### src/common/mem_pkg.sv
package mem_pkg;

    // word and address width are the same
    localparam int WORD_W     = 32;
    localparam int LINE_WORDS = 4;
    localparam int LINE_W     = WORD_W * LINE_WORDS;
    localparam int OFFSET_W   = 4;  // byte offset bits within a line

    // one cache line, seen whole on memory ports or word by word inside the caches
    typedef union packed {
        logic [LINE_W-1:0]                 raw;
        logic [LINE_WORDS-1:0][WORD_W-1:0] words;
    } cache_line_u;

    typedef struct packed {
        logic              valid;
        logic [WORD_W-1:0] line_addr;  // byte address >> OFFSET_W, zero padded
    } mem_rd_req_t;

    typedef struct packed {
        logic              valid;
        logic [WORD_W-1:0] line_addr;
        cache_line_u       line;
    } mem_wr_req_t;

    typedef struct packed {
        logic              valid;
        logic [WORD_W-1:0] line_addr;  // echoed from the request
        cache_line_u       line;
    } mem_rsp_t;

    // wishbone classic, master to slave
    typedef struct packed {
        logic              cyc;
        logic              stb;
        logic              we;
        logic [WORD_W-1:0] adr;
        logic [WORD_W-1:0] dat;
    } wb_req_t;

    // wishbone classic, slave to master
    typedef struct packed {
        logic              ack;
        logic [WORD_W-1:0] dat;
    } wb_rsp_t;

endpackage

### src/icache/icache.sv
module icache #(
    parameter int CACHE_LINES = 8
) (
    input  logic                 clk,
    input  logic                 i_arst_n,
    input  mem_pkg::wb_req_t     i_wb,
    output mem_pkg::wb_rsp_t     o_wb,
    output mem_pkg::mem_rd_req_t o_mrq,
    input  mem_pkg::mem_rsp_t    i_mrsp
);
    import mem_pkg::*;

    localparam int IDX_W = $clog2(CACHE_LINES);
    localparam int TAG_W = WORD_W - OFFSET_W - IDX_W;
    localparam int SEL_W = $clog2(LINE_WORDS);

    typedef enum logic [1:0] {
        S_IDLE,
        S_MISS_WAIT,
        S_RESPOND
    } state_e;

    state_e                 state_q;
    logic [CACHE_LINES-1:0] valid_q;
    logic [TAG_W-1:0]       tag_q  [CACHE_LINES];
    cache_line_u            line_q [CACHE_LINES];
    logic                   ack_q;
    logic [WORD_W-1:0]      dat_q;
    logic                   mrq_vld_q;
    logic [WORD_W-1:0]      req_line_q;  // line address of the current request

    logic [IDX_W-1:0] idx;
    logic [TAG_W-1:0] tag;
    logic [SEL_W-1:0] sel;
    logic             req;
    logic             hit;
    logic             fill;

    assign idx  = i_wb.adr[OFFSET_W +: IDX_W];
    assign tag  = i_wb.adr[WORD_W-1 -: TAG_W];
    assign sel  = i_wb.adr[OFFSET_W-SEL_W +: SEL_W];
    assign req  = i_wb.cyc && i_wb.stb && !ack_q;  // stb is still up while ack is seen
    assign hit  = valid_q[idx] && (tag_q[idx] == tag);
    assign fill = (state_q == S_MISS_WAIT) && i_mrsp.valid && (i_mrsp.line_addr == req_line_q);

    always_ff @(posedge clk or negedge i_arst_n) begin
        if (!i_arst_n) begin
            state_q   <= S_IDLE;
            valid_q   <= '0;
            ack_q     <= 1'b0;
            mrq_vld_q <= 1'b0;
        end else begin
            ack_q     <= 1'b0;
            mrq_vld_q <= 1'b0;
            case (state_q)
                S_IDLE: begin
                    if (req && (i_wb.we || hit)) begin
                        ack_q <= 1'b1;  // hit, or a write that is dropped
                    end else if (req) begin
                        mrq_vld_q <= 1'b1;
                        state_q   <= S_MISS_WAIT;
                    end
                end
                S_MISS_WAIT: begin
                    if (fill) begin
                        valid_q[idx] <= 1'b1;
                        state_q      <= S_RESPOND;
                    end
                end
                S_RESPOND: begin
                    ack_q   <= 1'b1;
                    state_q <= S_IDLE;
                end
                default: state_q <= S_IDLE;
            endcase
        end
    end

    always_ff @(posedge clk) begin
        if (state_q == S_IDLE && req) begin
            req_line_q <= {{OFFSET_W{1'b0}}, i_wb.adr[WORD_W-1:OFFSET_W]};
            dat_q      <= i_wb.we ? '0 : line_q[idx].words[sel];
        end
        if (fill) begin
            tag_q[idx]  <= tag;
            line_q[idx] <= i_mrsp.line;
        end
        if (state_q == S_RESPOND) begin
            dat_q <= line_q[idx].words[sel];
        end
    end

    assign o_wb.ack        = ack_q;
    assign o_wb.dat        = dat_q;
    assign o_mrq.valid     = mrq_vld_q;
    assign o_mrq.line_addr = req_line_q;

    a_ack_in_cycle: assert property (@(posedge clk) disable iff (!i_arst_n)
        o_wb.ack |-> (i_wb.cyc && i_wb.stb));

    // memory only answers our own single outstanding miss
    a_rsp_in_miss: assert property (@(posedge clk) disable iff (!i_arst_n)
        i_mrsp.valid |-> (state_q == S_MISS_WAIT));

endmodule

### config.mk
export PLATFORM = sky130hd
export DESIGN_NAME = icache
export DESIGN_NICKNAME = d
export VERILOG_FILES = /design/src/common/mem_pkg.sv /design/src/icache/icache.sv
export SDC_FILE = /design/constraint.sdc
export NUM_CORES = 1
export LEC_CHECK = 0
export ABC_CLOCK_PERIOD_IN_PS = 12210
export BUFFER_PORTS_ARGS = -buffer_cell sky130_fd_sc_hd__buf_2
export CAP_MARGIN = 20
export CORE_MARGIN = 2
export CORE_UTILIZATION = 30
export DETAILED_ROUTE_END_ITERATION = 10
export MAX_ROUTING_LAYER = met4
export PLACE_DENSITY = 0.44
export SLEW_MARGIN = 25
export SYNTH_ARGS = -nofsm -noshare
export SYNTH_HDL_FRONTEND = slang
export SYNTH_SLANG_ARGS = --single-unit
### constraint.sdc
create_clock -name clk -period 12.21 [get_ports clk]
set_input_delay 0 -clock clk [delete_from_list [all_inputs] [get_ports clk]]
set_output_delay 0 -clock clk [all_outputs]
set_load 0.05 [all_outputs]
### Word-level counts from Yosys, hierarchy flattened

Memory sizes are Yosys's and may differ from the RTL's.
Cells that the tools add are included.

* input bits: 230
* RAM bits: 1224
* logic and storage cells: 53
* register bits after elaboration: 72
* output and inout port bits: 66
* memories: 2

* mux-type cells: 20
* order comparisons: 3
* bitwise operators: 1
* reductions and logical operators: 14
* eq/ne operators: 7

Memory list
* line_q: depth 8, width 128, rd ports 1, clocked after Yosys merged registers in 0, write ports 1, line icache.sv:26 `cache_line_u line_q [CACHE_LINES];`
* tag_q: depth 8, width 25, rd ports 1, clocked after Yosys merged registers in 0, write ports 1, line icache.sv:25 `logic [TAG_W-1:0] tag_q [CACHE_LINES];`

Operators by type and width (count)
* 32-bit two-way mux: 4
* 32-bit binary-select mux with 2-bit select: 1
* 32-bit by 28-bit equality test with 1-bit output: 1
* 25-bit equality test: 1
* 1-bit logical AND: 8
* 1-bit two-way mux: 8
* 8-bit OR: 1
* 2-bit two-way mux: 3
* 2-bit inequality test (second input constant): 3
* 3-bit by 4-bit < comparator with 1-bit output (second input constant): 1
* 2-bit case mux with 2 select lines: 1
* 1-bit binary-select mux with 3-bit select: 1
* 1-bit demux with 3-bit select: 1
* 3-bit by 1-bit >= comparator with 1-bit output (second input constant): 1
* 2-bit by 3-bit < comparator with 1-bit output (second input constant): 1
* 3-bit AND reduction: 1
* 2-bit by 1-bit equality test with 1-bit output (second input constant): 1
* 2-bit equality test (second input constant): 1
* 2-bit logical NOT: 1
* 1-bit case mux with 2 select lines: 1
* 2-bit AND reduction: 1
* 2-bit nonzero test: 1
* 1-bit logical NOT: 1
* 1-bit logical OR: 1

### Logic depth before layout (Yosys ltp)

* depth after elaboration: 7
* mapped depth: 12
* mapped depth without buffers: 7

### Worst setup path after synthesis

Ideal clock, no wire load.

* path kind: reg2reg
* from: register req_line_q[19]
* to: register valid_q[0]
* period minus slack after synthesis: 13340 ps
* stages on the path, launching flop included: 8
* data arrival time: 13209 ps
* library setup time: 132 ps
* data required time: 12078 ps
* path buffers: 1
* path slack: -1130 ps
* cells stage by stage: edfxtp_1 > xor2_1 > nor4_1 > nand4_1 > or4_1 > clkbuf_1 > nor3_1 > or2_2

* longest elaborated chain between the ends: 3

RTL lines
* start: declaration: line icache.sv:30 `logic [WORD_W-1:0] req_line_q;`
* start signal: assignment: line icache.sv:81 `req_line_q <= {{OFFSET_W{1'b0}}, i_wb.adr[WORD_W-1:OFFSET_W]};`
* 32-bit by 28-bit equality test with 1-bit output: line icache.sv:44 `assign fill = (state_q == S_MISS_WAIT) && i_mrsp.valid && (i_mrsp.line_addr == req_line_q);`
* 1-bit logical AND: line icache.sv:44
* 2-bit AND reduction (no source line)
* end signal: assignment: line icache.sv:49 `valid_q <= '0;`
* end signal: indexed assignment: line icache.sv:66 `valid_q[idx] <= 1'b1;`
* end: declaration: line icache.sv:24 `logic [CACHE_LINES-1:0] valid_q;`

Every way passes these cells.
A chain may end at the register's enable or synchronous reset.

### Worst setup path in the final report

* from: register req_line_q[19]
* to: memory line_q[6][105] (netlist bit), enable pin

* longest elaborated chain between the ends: 4

RTL lines
* 32-bit by 28-bit equality test with 1-bit output: line icache.sv:44
* 1-bit logical AND: line icache.sv:44
* 1-bit two-way mux: line icache.sv:84 `if (fill) begin`
* 1-bit two-way mux (implied by the code): line icache.sv:86 `line_q[idx] <= i_mrsp.line;`
* end: declaration: line icache.sv:26

Every way passes these cells.

==> flow_summary_export.csv <==
group,metric,value,unit
worst_setup_path,reg2reg_depth,8,
clock_tree,clockRootBuffer,"clkbuf_16",
synthesis,synth_simple_gate_area_frac,0.0288,
synthesis,synth_edf_count,1284,
synthesis,synth_top_family_by_area,"compound AO/OA/AOI/OAI gates",
final_layout,stdcell_area,59800,sq um
clock_tree,htreeDepth,4,
drt,ant_nets,0,
clock_tree,clkLatencyLatePin,0.77,ns
placement,place_ws,6.60,ns
worst_hold_path,hold_path.class,"primary input to flop",
power_and_ir_drop,power.total,9.54,mW
placement,placed_area,53600,sq um
timing,hold_viol,0,
worst_setup_path,rr_startpoint,"req_line_q[19]",
worst_setup_path,path_class,"flop to flop",
worst_hold_path,hold_depth,2,
timing,setup_slack,6.89,ns
worst_setup_path,r2r_slack,6.89,ns
drt,vias_per_cell,5.08,
drt,wl_per_cell,28.0,um
drt,drtIter0Drc,2494,
global_route,antenna_found_initial,43,
synthesis,synth_area,49700,sq um
synthesis,ys_warn_count,0,
timing,finalMaxSlewViolations,0,
floorplan,io_pins,296,
placement,dp_cells,5076,
timing,worst_pin_slew,0.998,ns
timing,finalCritPeriodShare,0.436,
final_layout,seq_area,38900,sq um
drt,drc,0,
global_route,grt_pass1_vias,28862,
run_status,outcome,"completed",
floorplan,dieWidth,411,um
clock_tree,postCtsSetupRepairBufs,0,
power_and_ir_drop,vdd_ir_drop_max,0.149,mV
global_route,grt_pass1_wl,217,mm
synthesis,synthMuxAreaShare,0.0758,
synthesis,yosysSeqAreaShare,0.782,
worst_setup_path,end_kind,"flop",
floorplan,die_area,169000,sq um
power_and_ir_drop,power.density,160,nW/um^2
clock_tree,cts_tree,"built",
global_route,grt.total_usage,0.187,
global_route,grt_max_degree,110,
synthesis,synthFlopType,"edfxtp_1",
final_layout,fillers,15390,
global_route,gr-total-overflow,0,
synthesis,async_reset_ff_frac,0.00926,
worst_setup_path,arrival,5.69,ns
final_layout,multiInputGateArea,10100,sq um
timing,grt_setup_unrepaired,"false",
clock_tree,cts.reportedPaths.clkPinSlew,0.06,ns
worst_setup_path,critPathLaunchType,"flop",
floorplan,die_y,411,um
drt,dr.pass1.iters,5,
timing,maxSlewHeadroom,0.334,
floorplan,start_util,0.302,
final_layout,drive_gt1_frac,0.216,
worst_hold_path,holdCritStartpoint,"i_mrsp[104]",
power_and_ir_drop,power.leakage,19.5,nW
clock_tree,clock-sinks,1296,
floorplan,placementRows,149,
synthesis,ys_types,63,
drt,routed_wl,155,mm
placement,hpwlAfterDp,85.0,mm
synthesis,synth-compound-area-share,0.0874,
synthesis,synth_cells,2735,
synthesis,ys_ff_latch,1296,
final_layout,finalNetCount,3426,
timing,setup_violations,0,
final_layout,stdcell_count,5525,
final_layout,utilization,0.363,
drt,num_vias,28083,
flow_run,cap_violations,0,
worst_setup_path,r2r-end,"line_q[6][105]",
timing,fin_worst_skew,0.0422,ns
final_layout,area_growth,20.2,%
synthesis,syn_area_per_cell,18.2,sq um
placement,port_buffers,257,
clock_tree,clockBufferDepth,3,
clock_tree,numCtsBuffers,142,
synthesis,synthAdderAreaFrac,0,
timing,finalCriticalPeriod,5.32,ns
worst_setup_path,cp.required,12.58,ns
timing,max_freq,188,MHz
worst_hold_path,min_to,"line_q[6][104]",
floorplan,fp.coreArea,165000,sq um
worst_setup_path,path_max_fanout,40,
placement,gp_congestion,0.740,
synthesis,synth-xor-area-share,0.00722,
[final cells by class]
cell class | instances | area share
clock inverters | 72 | 0.00942
inverters | 5 | 0.000314
flip-flops and latches | 1296 | 0.650
multi-input cells | 1257 | 0.168
clock buffers | 185 | 0.0643
diodes | 27 | 0.00113
well taps | 2189 | 0.0458
repair buffers | 494 | 0.0605
[how the worst max path moves through the flow]
stage                   start        endpoint  slack, ns  depth (start not counted)
6_report       req_line_q[19]  line_q[6][105]       6.89                          8
3_3_place_gp   req_line_q[19]  line_q[2][104]       6.54                          8
4_1_cts        req_line_q[19]  line_q[2][113]       6.57                          8
2_1_floorplan  req_line_q[19]      valid_q[0]      -1.13                          7
5_1_grt        req_line_q[19]    line_q[6][9]       6.58                          8
3_5_place_dp   req_line_q[19]  line_q[2][104]       6.60                          8
[worst max-delay path, stage by stage, from the launching register on]
cell and delay (ns):
edfxtp_1 0.41, xor2_1 0.26, nor4_1 0.65, nand4_1 0.27, or4_1 0.94, inv_1 0.24
and2_4 0.62, buf_4 0.76, buf_4 0.69
[per-stage QoR]
step | hold WS [ns] | setup TNS [ns]
6_report | 0.0618 | 0
5_1_grt | 0.0440 | 0
4_1_cts | 0.0107 | 0
3_5_place_dp | -0.0957 | 0
3_3_place_gp | -0.101 | 0
2_1_floorplan | -0.296 | -832.63
[cells by family after synthesis]
kind of cell	after synthesis
flops	1296
compound gates	622
mux	297
simple gates	293
buf+inv	185
xor+xnor	41
other cells	1
[layer usage]
| layer | vias up | track usage | routed length (um) |
|---|---|---|---|
| met5 | - | - | 0 |
| met4 | 0 | 0.0450 | 3360 |
| met3 | 246 | 0.0372 | 9540 |
| met2 | 943 | 0.296 | 74100 |
| met1 | 14760 | 0.247 | 67800 |
| li1 | 12134 | - | - |
[placed cells by master (no fill, tap or decap), types with 13 or more instances in the layout]
master	count
nand3_1	30
buf_4	65
edfxtp_1	1284
a21oi_1	148
buf_2	252
nor2_1	53
mux2i_1	146
a221oi_1	59
o21ai_0	72
nand2_1	104
clkbuf_16	146
a211oi_1	13
mux4_2	54
a22oi_1	165
diode_2	27
o211ai_1	27
dlygate4sd3_1	165
nand4_1	20
o221ai_1	13
mux2_2	97
clkinv_2	22
clkinv_1	32
xnor2_1	16
xor2_1	25
a22o_1	46
clkbuf_1	35
a221o_1	13
[state kept, by name (all words and copies together), names as in the netlist]
name,cells
valid_q,8
dat_q,32
mrq_vld_q,1
line_q,1024
req_line_q,28
tag_q,200
state_q,2
ack_q,1
[power by group]
group | switching, mW | total [mW] | internal, mW | leakage, nW
combinational | 0.368 | 0.558 | 0.190 | 5.65
clock | 1.74 | 4.07 | 2.33 | 2.16
sequential | 0.00735 | 4.91 | 4.90 | 11.7
[cell usage after synthesis, drive strengths merged (12+ instances only)]
| cell type | count | share of area |
|---|---|---|
| edfxtp | 1284 | 0.78 |
| a22oi | 165 | 0.025 |
| a21oi | 148 | 0.015 |
| mux2i | 146 | 0.029 |
| buf | 120 | 0.014 |
| nand2 | 105 | 0.0079 |
| mux2 | 97 | 0.022 |
| o21ai | 72 | 0.0072 |
| clkbuf | 60 | 0.0045 |
| a221oi | 59 | 0.010 |
| nor2 | 56 | 0.0042 |
| mux4 | 54 | 0.024 |
| a22o | 46 | 0.0081 |
| nand3 | 30 | 0.0030 |
| o211ai | 27 | 0.0041 |
| xor2 | 25 | 0.0044 |
| nand4 | 20 | 0.0025 |
| xnor2 | 16 | 0.0028 |
| a211oi | 13 | 0.0020 |
| a221o | 13 | 0.0026 |
| o221ai | 13 | 0.0023 |
| dfrtp | 12 | 0.0060 |
| nor3 | 12 | 0.0013 |
[what timing repair did]
| item | 4_1_cts | 5_1_grt |
|---|---|---|
| resized for setup | 0 | 0 |
| endpoints found under the hold margin | 1275 | 0 |
| hold buffers | 165 | 0 |
Note: power is estimated with default switching activity, not from simulation.
