`src/common/mem_pkg.sv`:
```
package mem_pkg;

    // word and address width are the same
    localparam int WORD_W     = 32;
    localparam int LINE_WORDS = 4;
    localparam int LINE_W     = WORD_W * LINE_WORDS;
    localparam int OFFSET_W   = 4;  // byte offset bits within a line

    // one cache line, seen whole on memory ports or word by word inside the caches
    typedef union packed {
        logic [LINE_W-1:0]                 raw;
        logic [LINE_WORDS-1:0][WORD_W-1:0] words;
    } cache_line_u;

    typedef struct packed {
        logic              valid;
        logic [WORD_W-1:0] line_addr;  // byte address >> OFFSET_W, zero padded
    } mem_rd_req_t;

    typedef struct packed {
        logic              valid;
        logic [WORD_W-1:0] line_addr;
        cache_line_u       line;
    } mem_wr_req_t;

    typedef struct packed {
        logic              valid;
        logic [WORD_W-1:0] line_addr;  // echoed from the request
        cache_line_u       line;
    } mem_rsp_t;

    // wishbone classic, master to slave
    typedef struct packed {
        logic              cyc;
        logic              stb;
        logic              we;
        logic [WORD_W-1:0] adr;
        logic [WORD_W-1:0] dat;
    } wb_req_t;

    // wishbone classic, slave to master
    typedef struct packed {
        logic              ack;
        logic [WORD_W-1:0] dat;
    } wb_rsp_t;

endpackage

```
`src/dcache/dcache.sv`:
```
module dcache #(
    parameter int CACHE_LINES = 8
) (
    input  logic                 clk,
    input  logic                 i_arst_n,
    input  mem_pkg::wb_req_t     i_wb,
    output mem_pkg::wb_rsp_t     o_wb,
    output mem_pkg::mem_rd_req_t o_mrq,
    input  mem_pkg::mem_rsp_t    i_mrsp,
    output mem_pkg::mem_wr_req_t o_mwr
);
    import mem_pkg::*;

    localparam int IDX_W = $clog2(CACHE_LINES);
    localparam int TAG_W = WORD_W - OFFSET_W - IDX_W;
    localparam int SEL_W = $clog2(LINE_WORDS);

    typedef enum logic [1:0] {
        S_IDLE,
        S_MISS_WAIT,
        S_RESPOND
    } state_e;

    state_e                 state_q;
    logic [CACHE_LINES-1:0] valid_q;
    logic [TAG_W-1:0]       tag_q  [CACHE_LINES];
    cache_line_u            line_q [CACHE_LINES];
    logic                   ack_q;
    logic [WORD_W-1:0]      dat_q;
    logic                   mrq_vld_q;
    logic                   mwr_vld_q;
    logic [WORD_W-1:0]      req_line_q;
    cache_line_u            mwr_line_q;

    logic [IDX_W-1:0] idx;
    logic [TAG_W-1:0] tag;
    logic [SEL_W-1:0] sel;
    logic             req;
    logic             hit;
    logic             fill;
    cache_line_u      merged;  // cached line with the store word dropped in

    assign idx  = i_wb.adr[OFFSET_W +: IDX_W];
    assign tag  = i_wb.adr[WORD_W-1 -: TAG_W];
    assign sel  = i_wb.adr[OFFSET_W-SEL_W +: SEL_W];
    assign req  = i_wb.cyc && i_wb.stb && !ack_q;
    assign hit  = valid_q[idx] && (tag_q[idx] == tag);
    assign fill = (state_q == S_MISS_WAIT) && i_mrsp.valid && (i_mrsp.line_addr == req_line_q);

    always_comb begin
        merged            = line_q[idx];
        merged.words[sel] = i_wb.dat;
    end

    always_ff @(posedge clk or negedge i_arst_n) begin
        if (!i_arst_n) begin
            state_q   <= S_IDLE;
            valid_q   <= '0;
            ack_q     <= 1'b0;
            mrq_vld_q <= 1'b0;
            mwr_vld_q <= 1'b0;
        end else begin
            ack_q     <= 1'b0;
            mrq_vld_q <= 1'b0;
            mwr_vld_q <= 1'b0;
            case (state_q)
                S_IDLE: begin
                    if (req && hit) begin
                        ack_q     <= 1'b1;
                        mwr_vld_q <= i_wb.we;  // write-through on every store
                    end else if (req) begin
                        mrq_vld_q <= 1'b1;  // allocate on reads and writes alike
                        state_q   <= S_MISS_WAIT;
                    end
                end
                S_MISS_WAIT: begin
                    if (fill) begin
                        valid_q[idx] <= 1'b1;
                        state_q      <= S_RESPOND;
                    end
                end
                S_RESPOND: begin
                    ack_q     <= 1'b1;
                    mwr_vld_q <= i_wb.we;
                    state_q   <= S_IDLE;
                end
                default: state_q <= S_IDLE;
            endcase
        end
    end

    always_ff @(posedge clk) begin
        if (state_q == S_IDLE && req) begin
            req_line_q <= {{OFFSET_W{1'b0}}, i_wb.adr[WORD_W-1:OFFSET_W]};
            dat_q      <= line_q[idx].words[sel];
        end
        if (fill) begin
            tag_q[idx]  <= tag;
            line_q[idx] <= i_mrsp.line;
        end
        if (state_q == S_RESPOND) begin
            dat_q <= line_q[idx].words[sel];
        end
        // store merge, on a hit straight away or after the fill
        if (i_wb.we && ((state_q == S_IDLE && req && hit) || state_q == S_RESPOND)) begin
            line_q[idx] <= merged;
            mwr_line_q  <= merged;
        end
    end

    assign o_wb.ack        = ack_q;
    assign o_wb.dat        = dat_q;
    assign o_mrq.valid     = mrq_vld_q;
    assign o_mrq.line_addr = req_line_q;
    assign o_mwr.valid     = mwr_vld_q;
    assign o_mwr.line_addr = req_line_q;
    assign o_mwr.line      = mwr_line_q;

    a_ack_in_cycle: assert property (@(posedge clk) disable iff (!i_arst_n)
        o_wb.ack |-> (i_wb.cyc && i_wb.stb));

    a_wr_with_ack: assert property (@(posedge clk) disable iff (!i_arst_n)
        o_mwr.valid |-> (o_wb.ack && i_wb.we));

endmodule

```
`config.mk`:
```
export PLATFORM = sky130hd
export DESIGN_NAME = dcache
export DESIGN_NICKNAME = d
export VERILOG_FILES = /design/src/common/mem_pkg.sv /design/src/dcache/dcache.sv
export SDC_FILE = /design/constraint.sdc
export NUM_CORES = 1
export LEC_CHECK = 0
export BUFFER_PORTS_ARGS = -buffer_cell sky130_fd_sc_hd__buf_2
export CAP_MARGIN = 20
export CORE_MARGIN = 1.5
export CORE_UTILIZATION = 25
export CTS_BUF_LIST = sky130_fd_sc_hd__clkbuf_4
export CTS_CLUSTER_DIAMETER = 30
export DETAILED_ROUTE_END_ITERATION = 8
export GPL_ROUTABILITY_DRIVEN = 0
export SETUP_SLACK_MARGIN = 0.5
export SLEW_MARGIN = 20
export SYNTH_ARGS = -nofsm -noshare
export SYNTH_HDL_FRONTEND = slang
export SYNTH_SLANG_ARGS = --single-unit
```
`constraint.sdc`:
```
create_clock -name clk -period 19.8 [get_ports clk]
set_input_delay 3.96 -clock clk [delete_from_list [all_inputs] [get_ports clk]]
set_output_delay 3.96 -clock clk [all_outputs]
set_load 0.005 [all_outputs]
```
Word level (Yosys, flattened, before mapping)
Memory sizes are Yosys's and may differ from the RTL's.
Cells that the tools add are included.
{"block": "totals", "register_bits": 201, "output_inout_bits": 227, "elab_cells": 67, "memories": 2, "ramBits": 1224, "in_bits": 230}
{"block": "op_classes", "eq_ne": 7, "n_reduce_logical": 17, "n_lt_le_gt_ge": 4, "n_bitwise": 2, "mux": 27}
{"memory": "line_q", "words": 8, "width": 128, "read_ports": 1, "rd_clocked_by_memory_dff": 0, "write_ports": 1, "line": "dcache.sv:27", "rtl": "cache_line_u line_q [CACHE_LINES];"}
{"memory": "tag_q", "words": 8, "width": 25, "read_ports": 1, "rd_clocked_by_memory_dff": 0, "write_ports": 1, "line": "dcache.sv:26", "rtl": "logic [TAG_W-1:0] tag_q [CACHE_LINES];"}
{"operator": "128-bit bitwise mux", "n": 1}
{"operator": "128-bit 2-to-1 mux", "n": 1}
{"operator": "32-bit 2-to-1 mux", "n": 4}
{"operator": "32-bit binary-select mux with 2-bit select", "n": 1}
{"operator": "32-bit demux with 2-bit select", "n": 1}
{"operator": "32-bit by 28-bit == test with 1-bit output", "n": 1}
{"operator": "25-bit == test", "n": 1}
{"operator": "1-bit logical AND", "n": 11}
{"operator": "1-bit 2-to-1 mux", "n": 11}
{"operator": "8-bit bitwise OR", "n": 1}
{"operator": "2-bit 2-to-1 mux", "n": 3}
{"operator": "2-bit != test (second input constant)", "n": 3}
{"operator": "3-bit by 4-bit less-than comparator with 1-bit output (second input constant)", "n": 1}
{"operator": "1-bit case mux with 2 select lines", "n": 2}
{"operator": "2-bit case mux with 2 select lines", "n": 1}
{"operator": "1-bit binary-select mux with 3-bit select", "n": 1}
{"operator": "1-bit demux with 3-bit select", "n": 1}
{"operator": "3-bit by 1-bit greater-or-equal comparator with 1-bit output (second input constant)", "n": 1}
{"operator": "2-bit by 3-bit less-than comparator with 1-bit output (second input constant)", "n": 1}
{"operator": "3-bit AND reduction", "n": 1}
{"operator": "2-bit by 1-bit == test with 1-bit output (second input constant)", "n": 1}
{"operator": "2-bit == test (second input constant)", "n": 1}
{"operator": "2-bit by 1-bit greater-or-equal comparator with 1-bit output (second input constant)", "n": 1}
{"operator": "2-bit logical NOT", "n": 1}
{"operator": "5 further kinds", "n": 5}

Depth between registers and ports, before layout
{"block": "depth", "ltp_word": 9, "ltp_mapped": 15, "ltp_nobuf": 9}

Least setup slack after synthesis
No wires, ideal clock.
{"block": "synth_path", "path_type": "input to register", "from": "input port i_wb[36] (netlist name)", "to": "memory line_q[4][0] (netlist name) (enable)", "stages": 11, "t_required_ns": 19.027, "path_buffers": 2, "setup_ns": 0.773, "slack_ns": 4.489, "arrival_time_ns": 14.538, "path_cell_list": "buf_2 buf_6 mux2i_1 a22oi_1 a31o_2 a2111oi_0 and4_1 and4_4 a22o_4 a21oi_1 nor3_1"}
{"block": "synth_between", "elab_chain_len": 9, "elab_cells_between_ends": 11, "cone_classes": "eq/ne: 1; mux: 4; bitwise: 1; reduce/logical: 4; memory: 1"}
{"element": "start, declared", "line": "dcache.sv:6", "rtl": "input mem_pkg::wb_req_t i_wb,"}
{"element": "memory 8 x 25 bit / 1-bit binary-select mux with 3-bit select (equally long branches)"}
{"element": "25-bit == test / 1-bit 2-to-1 mux (equally long branches)", "line": "dcache.sv:47", "rtl": "assign hit = valid_q[idx] && (tag_q[idx] == tag);"}
{"element": "1-bit logical AND", "line": "dcache.sv:47"}
{"element": "1-bit logical AND", "line": "dcache.sv:105", "rtl": "if (i_wb.we && ((state_q == S_IDLE && req && hit) || state_q == S_RESPOND)) begin"}
{"element": "1-bit logical OR", "line": "dcache.sv:105"}
{"element": "1-bit logical AND", "line": "dcache.sv:105"}
{"element": "1-bit 2-to-1 mux", "line": "dcache.sv:105"}
{"element": "1-bit 2-to-1 mux (not written as such)", "line": "dcache.sv:106", "rtl": "line_q[idx] <= merged;"}
{"element": "1-bit bitwise OR (no source line)"}
{"element": "end, declared", "line": "dcache.sv:27"}
Several ways; a longest one is shown, not always the timed one. The select of a mux whose other input is x is not followed.

Worst setup path in the final report
{"block": "layout_path", "from": "input port i_wb[36] (netlist name)", "to": "memory line_q[2][13] (netlist name) (enable)"}
The elaborated chain is that of the path after synthesis.

==> results.md <==
- Max capacitance violation total: 0
- Fillers: 22,200
- CP Class: primary input to flip-flop
- Register bit count reported by yosys: 1,425
- Std-Cell Rows: 173
- Levels on crit path: 15
- Post-synth EDFFs: 1,412
- Die area: 227,000 µm²
- Synthesized area per cell: 18.4 µm²
- Post-CTS setup buffers: 0
- Clock Tree Root: clkbuf_4
- Worst EP arrival: 11.49 ns
- Peak supply drop: 48.7 µV
- Clk buf depth: 4
- Syn. warnings: 0
- Final period util: 54.0%
- Worst Setup SP: i_wb[36]
- Hold Fails Final Rpt: 0
- Skew-Pair Late Insertion Delay: around 1.3 ns
- Sequential element share of the synthesized area: 76.2%
- Post-cts sizing count: 0
- Wirelength, routed: 184,000 µm
- Initial antenna violation count: 37
- Most frequent cells in the layout: edfxtp_1 (1,412), clkbuf_4 (528), buf_2 (443)
- Crit path max fanout: 95
- Clock share of power: just over 40%
- Slew Viols, Final: 0
- Switching power: 1.46 mW
- Area share of the largest cell type after synthesis: 75.7%
- Fin area: 66,400 µm²
- Crit path largest cell delay: 0.82 ns
- Avg WL per Cell: ~26 µm
- R2r startpoint: tag_q[3][4]
- Relative slew slack: 26.3%
- IO buf count: 446
- Nets: 3,961
- Ports: 457
- Netlist cell types: 62
- Async SR Flop Fraction: 0.912%
- GRT Util Overall: 15.6%
- Detail Placement HPWL: around 110,000 µm
- Leak: 22.6 nW
- Grt ovf: 0
- CP delay by family, top: buffers and inverters
- DR iter-0 viols: 3,432
- Vias: 33,400
- Clock net sink count: 1,425
- Setup_tns: 0 ns
- Leading cell type in the layout, fill and taps excluded: edfxtp_1
- Highest clock rate: just over 90 MHz
- Worst Tran Pin Value: 1.11 ns
- Layout cells sized above 1: 36.8%
- Vias per cell: 4.79
- DR DRC count: 0
- Critical Path End Type: flip-flop
- Total CTS buffers: around 390
- Hold crit path type: flip-flop to flip-flop
- Final setup viols: 0
- R2r endpoint: line_q[2][13]
- Crit path top cell by count: buf_4
- Post-synthesis cell count: 3,052
- CTS tree: built
- CP startpoint kind: primary input
- Crit path cell chain: buf_8 > buf_12 > buf_4 > and3b_4 > a22oi_1 > and3_1 > nor4_1 > and4_1 > and4_4 > a22o_4 > a21oi_2 > nor2_4 > buf_4 > buf_4 > buf_4
- Post-CTS Hold Fix Bufs: 0
- Clock slew seen by the registers of the worst setup and hold paths: 0.06 ns
- Number of global-route vias before repair: 32,500
- Core area: 223,000 µm²
- Sequential Power Share: approximately 53%
- Power per cell area: 94.6 nW/µm²
- Area Overhead vs Synth: 18.4%
- Post-layout min period: about 11 ns
- Largest cells by area after synthesis: edfxtp_1 (76%), mux2_2 (3.7%), a22oi_1 (3.2%)
- Max H-tree Level: 5
- First-pass GRT wire length: 253,000 µm
- Final core occ: 29.8%
- Largest net degree at the start of global routing: 129
- Worst path required time: 20.59 ns
- R2r worst-path depth: 12
- Die height: 476 µm
- Setup crit end: line_q[2][13]
- Outcome: finished, final reports clean
- Logic pwr share: 6.0%
- Synthesized area: roughly 56,000 µm²
- RSZ-0062 raised after global routing: false
- Clock skew: 0.170 ns
- Pint: 4.81 mW
- Die W: 476 µm
- Largest area contributor in the netlist: edfxtp_1
- Slowest stage cell on the critical path: buf_4
- Area of the multi-input gates: 12,300 µm²
- Initial core utilization: 25.2%
- Switching share of total power: 23.3%
- Post-DP Area: 61,600 µm²
- Drt first pass iters: 6
- Main flop type after synthesis: edfxtp_1
- ANT nets after route: 0
- Register-to-register setup slack: around 14 ns
- Pwr Total: 6.28 mW
- WP buf/inv: 6
- Register area: 42,700 µm²
==> power by group through the flow <==
stage          clock (mW)  sequential (mW)  combinational, mW
5_1_grt              2.80             3.32              0.397
4_1_cts              2.64             3.32              0.378
3_5_place_dp            0             3.38              0.376
3_3_place_gp            0             3.38              0.373
2_1_floorplan           0             3.38              0.200
6_report             2.58             3.32              0.375
==> cell type report <==
cell class	instances	share of cell area (%)
Clock inverter	103	1.07
Clock buffer	528	5.97
Sequential cell	1425	64.4
Antenna cell	17	0.0641
Multi-Input combinational cell	1394	18.6
Tap cell	2975	5.61
Inverter	18	0.117
Timing Repair Buffer	507	4.19
==> cell usage after synthesis (2+ instances only) <==
cell type / instances
a221o_1: 17
nor4_1: 8
a31oi_1: 10
buf_6: 19
o31ai_1: 2
a31o_2: 5
o21ai_0: 42
a21oi_1: 50
mux4_2: 40
a221oi_1: 99
o32ai_1: 2
xor2_1: 25
a222oi_1: 6
o211ai_1: 12
buf_4: 42
nand2b_1: 5
a22oi_1: 237
clkbuf_1: 112
inv_1: 17
a211oi_1: 6
o221ai_1: 7
nand4_1: 34
buf_2: 27
buf_1: 22
mux2_2: 186
nand2_1: 86
xnor2_1: 15
and2_1: 5
nand3_1: 57
dfrtp_1: 13
mux2i_1: 129
or4_1: 4
edfxtp_1: 1412
and4_1: 4
a22o_1: 68
and3_1: 10
o22ai_1: 5
mux2_4: 99
or2_2: 9
nor2_1: 65
nor2b_1: 10
mux2_1: 3
nor3_1: 7
==> metrics by stage <==
step	setup WS, ns	hold slack [ns]	cells
after floorplan	4.49	0.434	3059
after global placement	8.06	0.446	6318
after detailed placement	7.99	0.451	6318
after CTS	9.32	0.466	6949
after global routing	9.09	0.479	6960
final	9.10	0.464	6967
==> layer usage <==
metal / share of wire [%] / wire length, µm / vias up / track usage (%)
met5: 0.030 / 56 / - / 0
met4: 2.9 / 5430 / 10 / 5.19
li1: - / - / 14100 / -
met2: 46 / 85500 / 1950 / 24.5
met3: 8.7 / 16100 / 322 / 3.72
met1: 42 / 77100 / 17000 / 21.2
==> flip-flops by register name, summed over array words and instances (netlist names) <==
| register | flops |
|---|---|
| state_q | 2 |
| mwr_line_q | 128 |
| req_line_q | 28 |
| mwr_vld_q | 1 |
| valid_q | 8 |
| dat_q | 32 |
| ack_q | 1 |
| line_q | 1024 |
| tag_q | 200 |
| mrq_vld_q | 1 |
==> cell families (layout without fill, tap and decap cells) <==
family | after synthesis | in the layout | share of synthesized area (%)
flops | 1425 | 1425 | 76.2
compound gates | 578 | 578 | 7.85
mux | 457 | 457 | 10.4
simple gates | 311 | 311 | 2.71
buf+inv | 240 | 1156 | 2.20
xor+xnor | 40 | 40 | 0.625
other cells | 1 | 25 | 0.00669
==> worst min path at each step <==
| stage | startpoint | to | slack (ns) | cells after the start |
|---|---|---|---|---|
| finish | valid_q[2] | valid_q[2] | 0.46 | 1 |
| global route | valid_q[1] | valid_q[1] | 0.48 | 1 |
| CTS | valid_q[2] | valid_q[2] | 0.47 | 1 |
| detailed placement | valid_q[2] | valid_q[2] | 0.45 | 1 |
| global placement | valid_q[3] | valid_q[3] | 0.45 | 1 |
| floorplan | valid_q[2] | valid_q[2] | 0.43 | 1 |
Power figures use the tool's default switching activity.
